File: config.mk
export PLATFORM = sky130hd
export DESIGN_NAME = bp_top
export DESIGN_NICKNAME = d
export VERILOG_FILES = /design/src/common/bp_pkg.sv /design/src/bp_core/counter_table.sv /design/src/bp_core/tournament_predictor.sv /design/src/rtl/bp_csr.sv /design/src/rtl/bp_top.sv
export SDC_FILE = /design/constraint.sdc
export NUM_CORES = 2
export LEC_CHECK = 0
export BUFFER_PORTS_ARGS = -buffer_cell sky130_fd_sc_hd__buf_4
export CAP_MARGIN = 30
export CORE_MARGIN = 2
export CORE_UTILIZATION = 44
export CTS_CLUSTER_DIAMETER = 30
export CTS_CLUSTER_SIZE = 14
export DETAILED_ROUTE_END_ITERATION = 8
export SLEW_MARGIN = 20
export SYNTH_ARGS = -nofsm -noshare
export SYNTH_HDL_FRONTEND = slang
export SYNTH_SLANG_ARGS = --single-unit
File: constraint.sdc
create_clock -name clk -period 4 [get_ports clk]
set_input_delay 0.2 -clock clk [delete_from_list [all_inputs] [get_ports clk]]
set_output_delay 0.2 -clock clk [all_outputs]
set_load 0.1 [all_outputs]
File: src/common/bp_pkg.sv
package bp_pkg;

    // branch instruction address
    typedef logic [31:0] pc_t;

    // one 2-bit saturating counter
    // bit 1 set means taken, or prefer gselect in the chooser
    typedef logic [1:0] ctr_t;

    // apb data and the statistics counters
    typedef logic [31:0] word_t;

    // apb byte address
    typedef logic [7:0] paddr_t;

    // prediction source select
    // encoding 3 is not listed and behaves as tournament
    typedef enum logic [1:0] {
        MODE_TOURNAMENT = 2'd0,
        MODE_BIMODAL    = 2'd1,
        MODE_GSELECT    = 2'd2
    } bp_mode_e;

    // weakly not-taken
    localparam ctr_t CTR_RESET = 2'b01;

    // register byte offsets
    localparam paddr_t REG_CTRL     = 8'h00;
    localparam paddr_t REG_BRANCHES = 8'h04;
    localparam paddr_t REG_MISPRED  = 8'h08;
    localparam paddr_t REG_CLEAR    = 8'h0C;

endpackage : bp_pkg

File: src/bp_core/counter_table.sv
`timescale 1ns/1ps

module counter_table #(
    parameter int IDX_W = 8
) (
    input  logic               clk,
    input  logic               rst,

    input  logic [IDX_W-1:0]   rd_idx_i,
    output bp_pkg::ctr_t       rd_ctr_o,

    input  logic               wr_en_i,
    input  logic [IDX_W-1:0]   wr_idx_i,
    input  logic               wr_taken_i,
    output bp_pkg::ctr_t       wr_ctr_o
);

    localparam int DEPTH = 1 << IDX_W;

    bp_pkg::ctr_t ctr_q [DEPTH];
    bp_pkg::ctr_t ctr_next;

    // both ports read the array asynchronously
    assign rd_ctr_o = ctr_q[rd_idx_i];
    assign wr_ctr_o = ctr_q[wr_idx_i];

    // one step toward the outcome, saturating at 0 and 3
    always_comb begin
        ctr_next = wr_ctr_o;
        if (wr_taken_i) begin
            if (wr_ctr_o != 2'b11) begin
                ctr_next = wr_ctr_o + 2'd1;
            end
        end else begin
            if (wr_ctr_o != 2'b00) begin
                ctr_next = wr_ctr_o - 2'd1;
            end
        end
    end

    always_ff @(posedge clk) begin
        if (rst) begin
            for (int i = 0; i < DEPTH; i++) begin
                ctr_q[i] <= bp_pkg::CTR_RESET;
            end
        end else if (wr_en_i) begin
            ctr_q[wr_idx_i] <= ctr_next;
        end
    end

endmodule : counter_table

File: src/bp_core/tournament_predictor.sv
`timescale 1ns/1ps

module tournament_predictor #(
    parameter int IDX_W  = 8,
    parameter int HIST_W = 4
) (
    input  logic               clk,
    input  logic               rst,

    input  bp_pkg::bp_mode_e   mode_i,

    input  bp_pkg::pc_t        pred_pc_i,
    output logic               pred_taken_o,

    input  logic               upd_valid_i,
    input  bp_pkg::pc_t        upd_pc_i,
    input  logic               upd_taken_i
);

    typedef logic [IDX_W-1:0]  idx_t;
    typedef logic [HIST_W-1:0] hist_t;

    hist_t          hist_q;
    logic [HIST_W:0] hist_shift;

    idx_t           pred_bim_idx;
    idx_t           pred_gs_idx;
    idx_t           upd_bim_idx;
    idx_t           upd_gs_idx;

    bp_pkg::ctr_t   pred_bim_ctr;
    bp_pkg::ctr_t   pred_gs_ctr;
    bp_pkg::ctr_t   pred_cho_ctr;
    bp_pkg::ctr_t   upd_bim_ctr;
    bp_pkg::ctr_t   upd_gs_ctr;

    logic           cho_train;
    logic           gs_correct;

    // word-aligned pc bits select the entry
    assign pred_bim_idx = pred_pc_i[IDX_W+1:2];
    assign upd_bim_idx  = upd_pc_i[IDX_W+1:2];

    // gselect keeps fewer pc bits and appends the history
    assign pred_gs_idx  = {pred_pc_i[IDX_W-HIST_W+1:2], hist_q};
    assign upd_gs_idx   = {upd_pc_i[IDX_W-HIST_W+1:2], hist_q};

    counter_table #(
        .IDX_W      (IDX_W)
    ) bimodal_tbl (
        .clk        (clk),
        .rst        (rst),
        .rd_idx_i   (pred_bim_idx),
        .rd_ctr_o   (pred_bim_ctr),
        .wr_en_i    (upd_valid_i),
        .wr_idx_i   (upd_bim_idx),
        .wr_taken_i (upd_taken_i),
        .wr_ctr_o   (upd_bim_ctr)
    );

    counter_table #(
        .IDX_W      (IDX_W)
    ) gselect_tbl (
        .clk        (clk),
        .rst        (rst),
        .rd_idx_i   (pred_gs_idx),
        .rd_ctr_o   (pred_gs_ctr),
        .wr_en_i    (upd_valid_i),
        .wr_idx_i   (upd_gs_idx),
        .wr_taken_i (upd_taken_i),
        .wr_ctr_o   (upd_gs_ctr)
    );

    // chooser only learns when the two components disagree
    assign cho_train  = upd_valid_i && (upd_bim_ctr[1] != upd_gs_ctr[1]);
    assign gs_correct = (upd_gs_ctr[1] == upd_taken_i);

    counter_table #(
        .IDX_W      (IDX_W)
    ) chooser_tbl (
        .clk        (clk),
        .rst        (rst),
        .rd_idx_i   (pred_bim_idx),
        .rd_ctr_o   (pred_cho_ctr),
        .wr_en_i    (cho_train),
        .wr_idx_i   (upd_bim_idx),
        .wr_taken_i (gs_correct),
        .wr_ctr_o   ()
    );

    always_comb begin
        case (mode_i)
            bp_pkg::MODE_BIMODAL: pred_taken_o = pred_bim_ctr[1];
            bp_pkg::MODE_GSELECT: pred_taken_o = pred_gs_ctr[1];
            default:              pred_taken_o = pred_cho_ctr[1] ? pred_gs_ctr[1]
                                                                 : pred_bim_ctr[1];
        endcase
    end

    // newest outcome enters at bit 0
    assign hist_shift = {hist_q, upd_taken_i};

    always_ff @(posedge clk) begin
        if (rst) begin
            hist_q <= '0;
        end else if (upd_valid_i) begin
            hist_q <= hist_shift[HIST_W-1:0];
        end
    end

endmodule : tournament_predictor

File: src/rtl/bp_csr.sv
`timescale 1ns/1ps

module bp_csr (
    input  logic               clk,
    input  logic               rst,

    input  logic               psel_i,
    input  logic               penable_i,
    input  logic               pwrite_i,
    input  bp_pkg::paddr_t     paddr_i,
    input  bp_pkg::word_t      pwdata_i,
    output bp_pkg::word_t      prdata_o,
    output logic               pready_o,

    output bp_pkg::bp_mode_e   mode_o,

    input  logic               upd_valid_i,
    input  logic               upd_taken_i,
    input  logic               upd_pred_i
);

    logic           access;
    logic           wr_en;
    logic           mode_we;
    logic           clr;

    logic [1:0]     mode_q;
    bp_pkg::word_t  branches_q;
    bp_pkg::word_t  mispred_q;

    // no wait states
    assign access   = psel_i && penable_i;
    assign pready_o = access;
    assign wr_en    = access && pwrite_i;

    assign mode_we  = wr_en && (paddr_i == bp_pkg::REG_CTRL);
    assign clr      = wr_en && (paddr_i == bp_pkg::REG_CLEAR) && pwdata_i[0];

    // raw field kept so that mode 3 reads back as written
    assign mode_o   = bp_pkg::bp_mode_e'(mode_q);

    always_ff @(posedge clk) begin
        if (rst) begin
            mode_q <= bp_pkg::MODE_TOURNAMENT;
        end else if (mode_we) begin
            mode_q <= pwdata_i[1:0];
        end
    end

    // statistics
    // clear wins over an update in the same cycle
    always_ff @(posedge clk) begin
        if (rst) begin
            branches_q <= '0;
            mispred_q  <= '0;
        end else if (clr) begin
            branches_q <= '0;
            mispred_q  <= '0;
        end else if (upd_valid_i) begin
            branches_q <= branches_q + 32'd1;
            if (upd_taken_i != upd_pred_i) begin
                mispred_q <= mispred_q + 32'd1;
            end
        end
    end

    // read mux
    // unmapped offsets return zero
    always_comb begin
        prdata_o = '0;
        if (psel_i && !pwrite_i) begin
            case (paddr_i)
                bp_pkg::REG_CTRL:     prdata_o = {30'd0, mode_q};
                bp_pkg::REG_BRANCHES: prdata_o = branches_q;
                bp_pkg::REG_MISPRED:  prdata_o = mispred_q;
                default:              prdata_o = '0;
            endcase
        end
    end

endmodule : bp_csr

File: src/rtl/bp_top.sv
`timescale 1ns/1ps

module bp_top #(
    parameter int IDX_W  = 8,
    parameter int HIST_W = 4
) (
    input  logic               clk,
    input  logic               rst,

    // apb slave
    input  logic               psel_i,
    input  logic               penable_i,
    input  logic               pwrite_i,
    input  bp_pkg::paddr_t     paddr_i,
    input  bp_pkg::word_t      pwdata_i,
    output bp_pkg::word_t      prdata_o,
    output logic               pready_o,

    // lookup
    input  bp_pkg::pc_t        pred_pc_i,
    output logic               pred_taken_o,

    // commit-time training
    input  logic               upd_valid_i,
    input  bp_pkg::pc_t        upd_pc_i,
    input  logic               upd_taken_i,
    input  logic               upd_pred_i
);

    bp_pkg::bp_mode_e mode;

    bp_csr csr_inst (
        .clk          (clk),
        .rst          (rst),
        .psel_i       (psel_i),
        .penable_i    (penable_i),
        .pwrite_i     (pwrite_i),
        .paddr_i      (paddr_i),
        .pwdata_i     (pwdata_i),
        .prdata_o     (prdata_o),
        .pready_o     (pready_o),
        .mode_o       (mode),
        .upd_valid_i  (upd_valid_i),
        .upd_taken_i  (upd_taken_i),
        .upd_pred_i   (upd_pred_i)
    );

    tournament_predictor #(
        .IDX_W        (IDX_W),
        .HIST_W       (HIST_W)
    ) predictor_inst (
        .clk          (clk),
        .rst          (rst),
        .mode_i       (mode),
        .pred_pc_i    (pred_pc_i),
        .pred_taken_o (pred_taken_o),
        .upd_valid_i  (upd_valid_i),
        .upd_pc_i     (upd_pc_i),
        .upd_taken_i  (upd_taken_i)
    );

endmodule : bp_top

==> impl_metrics.csv <==
group,metric,value,unit
place,io_buffers,67,
yosys,yosys.area_share.adder,0.001232,
sta,hold_violations,0,
place,place_area,0.09150,mm²
global_route,grt_usage,0.2977,
sta,post-route-period-util,1.161,
clock_tree,tritoncts,"done",
critical_path,cp-end-kind,"output port",
critical_path,critPathBufInv,4,
sta,whs,211.3,ps
yosys,async_flop_share,0,
yosys,ys_dominant_reg_cell,"edfxtp_1",
global_route,grt_antenna_before_repair,9,
drt,wl_per_cell,29.17,µm
yosys,avgSynthCellArea,12.28,µm²
critical_path,crit_path_end,"pred_taken_o",
yosys,synth-seq-cells,1606,
finish,utilization,0.5632,
critical_path,max_stage_delay,560,ps
critical_path,path_max_fanout,7,
hold_path,hold_path_class,"in -> reg",
clock_tree,path_clk_slew,50,ps
critical_path,crit_path_frequent_cell,"buf_12",
sta,slew_violations,0,
sta,slew_headroom,0.2744,
finish,instances_no_fill,10159,
yosys,synth_area,0.08426,mm²
finish,final_cell_area,0.1071,mm²
critical_path,path_delay_family,"simple AND/OR/NAND/NOR gates",
critical_path,reg2reg_setup_slack,-450,ps
clock_tree,cts.sinks,1606,
place,place_worst_setup_slack,-404.3,ps
drt,drtIter0Drc,8630,
sta,finClkSkew,69.24,ps
sta,fmax,0.2153,GHz
pwr,powerDensity,537.9,mW/mm²
pwr,leakage,36.37,nW
yosys,synth_top_family_by_area,"simple AND/OR/NAND/NOR gates",
yosys,syn-num-nets,6976,
yosys,synth_simple_gate_area_frac,0.1764,
floorplan,rows,160,
critical_path,crit_start,"predictor_inst.hist_q[0]$_SDFFE_PP0P_",
hold_path,whs_path_depth,5,
sta,setup_violations,1304,
critical_path,crit_slowest_cell,"or4_4",
critical_path,critPathLaunchType,"flop",
yosys,synth-compound-area-share,0.05713,
critical_path,arrival,4450,ps
finish,fin_nets,7462,
finish,final_layout_size_suffix_gt1_frac,0.2843,
sta,min_period,4645,ps
yosys,syn_inst,6860,
clock_tree,htreeDepth,5,
sta,worst_pin_slew,1086,ps
sta,rsz0062_at_grt,"true",
floorplan,fp.dieH,441.6,µm
finish,layout_commonest_cell,"edfxtp_1",
drt,post-route-drc-count,0,
drt,num_vias,64364,
outcome,status,"finished, violations left",
yosys,seq_area_frac_synth,0.5640,
sta,finalWorstSetupSlack,-645.2,ps
drt,dr.pass1.iters,7,
drt,wl,296300,µm
finish,syn_to_final_growth,27.13,%
floorplan,start_util,0.4430,
place,gp_congestion,0.9500,
finish,final_cell_mix,"edfxtp_1 (1,536), buf_4 (633), nor3_1 (561)",
yosys,yosysWarnings,0,
yosys,synth-xor-area-share,0.005821,
critical_path,crit_cells,13,
run,drv_cap,0,
critical_path,cp_cell_sequence,"buf_12 -> buf_6 -> mux4_2 -> mux2_4 -> nor2_2 -> nor4b_1 -> or4_4 -> nand3_2 -> nand4_1 -> buf_4 -> a221oi_4 -> a21oi_4 -> buf_12",
global_route,grt_max_degree,197,
drt,postRouteAntennaNets,0,
critical_path,rr_worst_depth,19,
pwr,vdd_drop_max,0.5249,mV
place,hpwl,190200,µm
drt,via_per_inst,6.336,
clock_tree,cts_buffers,392,
yosys,synth-edff-count,1536,
global_route,grt_pass1_wl,430500,µm
global_route,grt_pass1_vias,63688,
global_route,grt.overflow.total,0,
floorplan,die_width,441.6,µm
floorplan,coreArea,0.1902,mm²
critical_path,worst-setup-path-type,"reg -> out",
clock_tree,clock-root-buffer,"clkbuf_16",
critical_path,cp.required,3800,ps
place,dp.cells,9335,
critical_path,reg2reg_to,"predictor_inst.chooser_tbl.ctr_q[103][1]$_SDFFCE_PN0P_",
clock_tree,clockBufferDepth,4,
sta,fin_tns_setup,-224640,ps
outcome,violations,"setup timing",
pwr,fin_total_pwr,57.61,mW
yosys,synth_mux_area_frac,0.1516,
clock_tree,clkLatencyLatePin,970,ps
yosys,ys_types,75,
critical_path,rr_startpoint,"predictor_inst.hist_q[0]$_SDFFE_PP0P_",
floorplan,die-area,0.1950,mm²
floorplan,ios,146,
==> worst reg2reg max path, stage by stage (launching register included) <==
cell and delay [ps]:
dfxtp_4 480, buf_12 180, buf_8 160, mux4_2 530, a22oi_2 210, buf_4 170, nand2_1 50, a22o_1 230
a32o_1 290, nor4_4 330, buf_12 170, xor2_4 200, buf_12 160, buf_16 170, buf_6 140, buf_8 140
buf_4 130, bufbuf_16 250, buf_4 120, nor3_2 50
==> metal layers <==
metal / global-route usage / vias to the layer above / wire [µm]
met5: 0 / - / 28
met4: 0.1498 / 4 / 15650
met3: 0.06762 / 777 / 32110
met2: 0.4601 / 3995 / 136300
met1: 0.3957 / 32607 / 112200
li1: - / 26981 / -
==> layout make-up <==
type / count / area (µm²)
multi-input cells: 4446 / 34000
well taps: 2511 / 3142
inverters: 12 / 47.55
diodes: 1 / 2.502
clock buffers: 459 / 10220
flip-flops and latches: 1606 / 47530
fillers: 15034 / 83070
repair buffers: 888 / 9597
clock inverters: 236 / 2574
==> Yosys cell counts (all sizes together), types with 10 or more instances <==
master	instances	area share
a211oi	16	0.0014
a21o	326	0.029
a21oi	44	0.0026
a221oi	22	0.0023
a22o	10	0.0010
a22oi	92	0.0082
a31oi	12	0.00089
and2	20	0.0015
and3	19	0.0014
buf	320	0.022
clkbuf	476	0.021
dfxtp	70	0.017
edfxtp	1536	0.55
inv	12	0.00053
mux2	19	0.0025
mux2i	206	0.024
mux4	466	0.12
nand2	525	0.023
nand2b	288	0.021
nand3	552	0.033
nand4	22	0.0016
nor2	572	0.025
nor2b	89	0.0066
nor3	604	0.036
nor4	17	0.0014
nor4b	10	0.0011
o21ai	38	0.0023
o22ai	48	0.0036
or2	244	0.018
or3	35	0.0026
xnor2	18	0.0019
xor2	38	0.0039
==> cell families after synthesis <==
group | after synthesis
flip-flops | 1606
AND/OR/NAND/NOR | 3026
AO/OA/AOI/OAI | 664
buffers and inverters | 808
adder cells (fa/ha/maj) | 9
XOR/XNOR | 56
multiplexers | 691
==> worst min-delay path by stage <==
stage                      from                                                     to  slack, ps
floorplan           pwdata_i[0]                        csr_inst.mode_o[0]$_SDFFE_PP0P_        350
global placement    pwdata_i[1]                        csr_inst.mode_o[1]$_SDFFE_PP0P_        440
detailed placement  pwdata_i[1]                        csr_inst.mode_o[1]$_SDFFE_PP0P_        450
CTS                 upd_pc_i[4]  predictor_inst.bimodal_tbl.ctr_q[47][0]$_SDFFCE_PN1P_        130
global route        upd_pc_i[4]  predictor_inst.bimodal_tbl.ctr_q[47][0]$_SDFFCE_PN1P_        190
finish              upd_pc_i[4]  predictor_inst.bimodal_tbl.ctr_q[47][0]$_SDFFCE_PN1P_        210
==> registers in the layout, indices dropped and copies added (netlist names) <==
signal	count
predictor_inst.gselect_tbl.ctr_q	512
csr_inst.mode_o	2
predictor_inst.chooser_tbl.ctr_q	512
csr_inst.branches_q	32
csr_inst.mispred_q	32
predictor_inst.hist_q	4
predictor_inst.bimodal_tbl.ctr_q	512
==> power by group <==
| group | switching (mW) | internal, mW |
|---|---|---|
| Combinational | 4.44 | 3.33 |
| Sequential | 0.166 | 18.7 |
| Clock | 9.60 | 21.3 |
==> timing repair <==
action                                  in CTS  in global routing
setup buffers                               70                  3
endpoints found under the setup margin     522               1520
gates cloned                                29                  3
hold buffers                                21                  0
endpoints found under the hold margin      235                  0
pin swaps                                   20                  5
gates resized for setup                    202                 27
(Power assumes the default switching activity.)
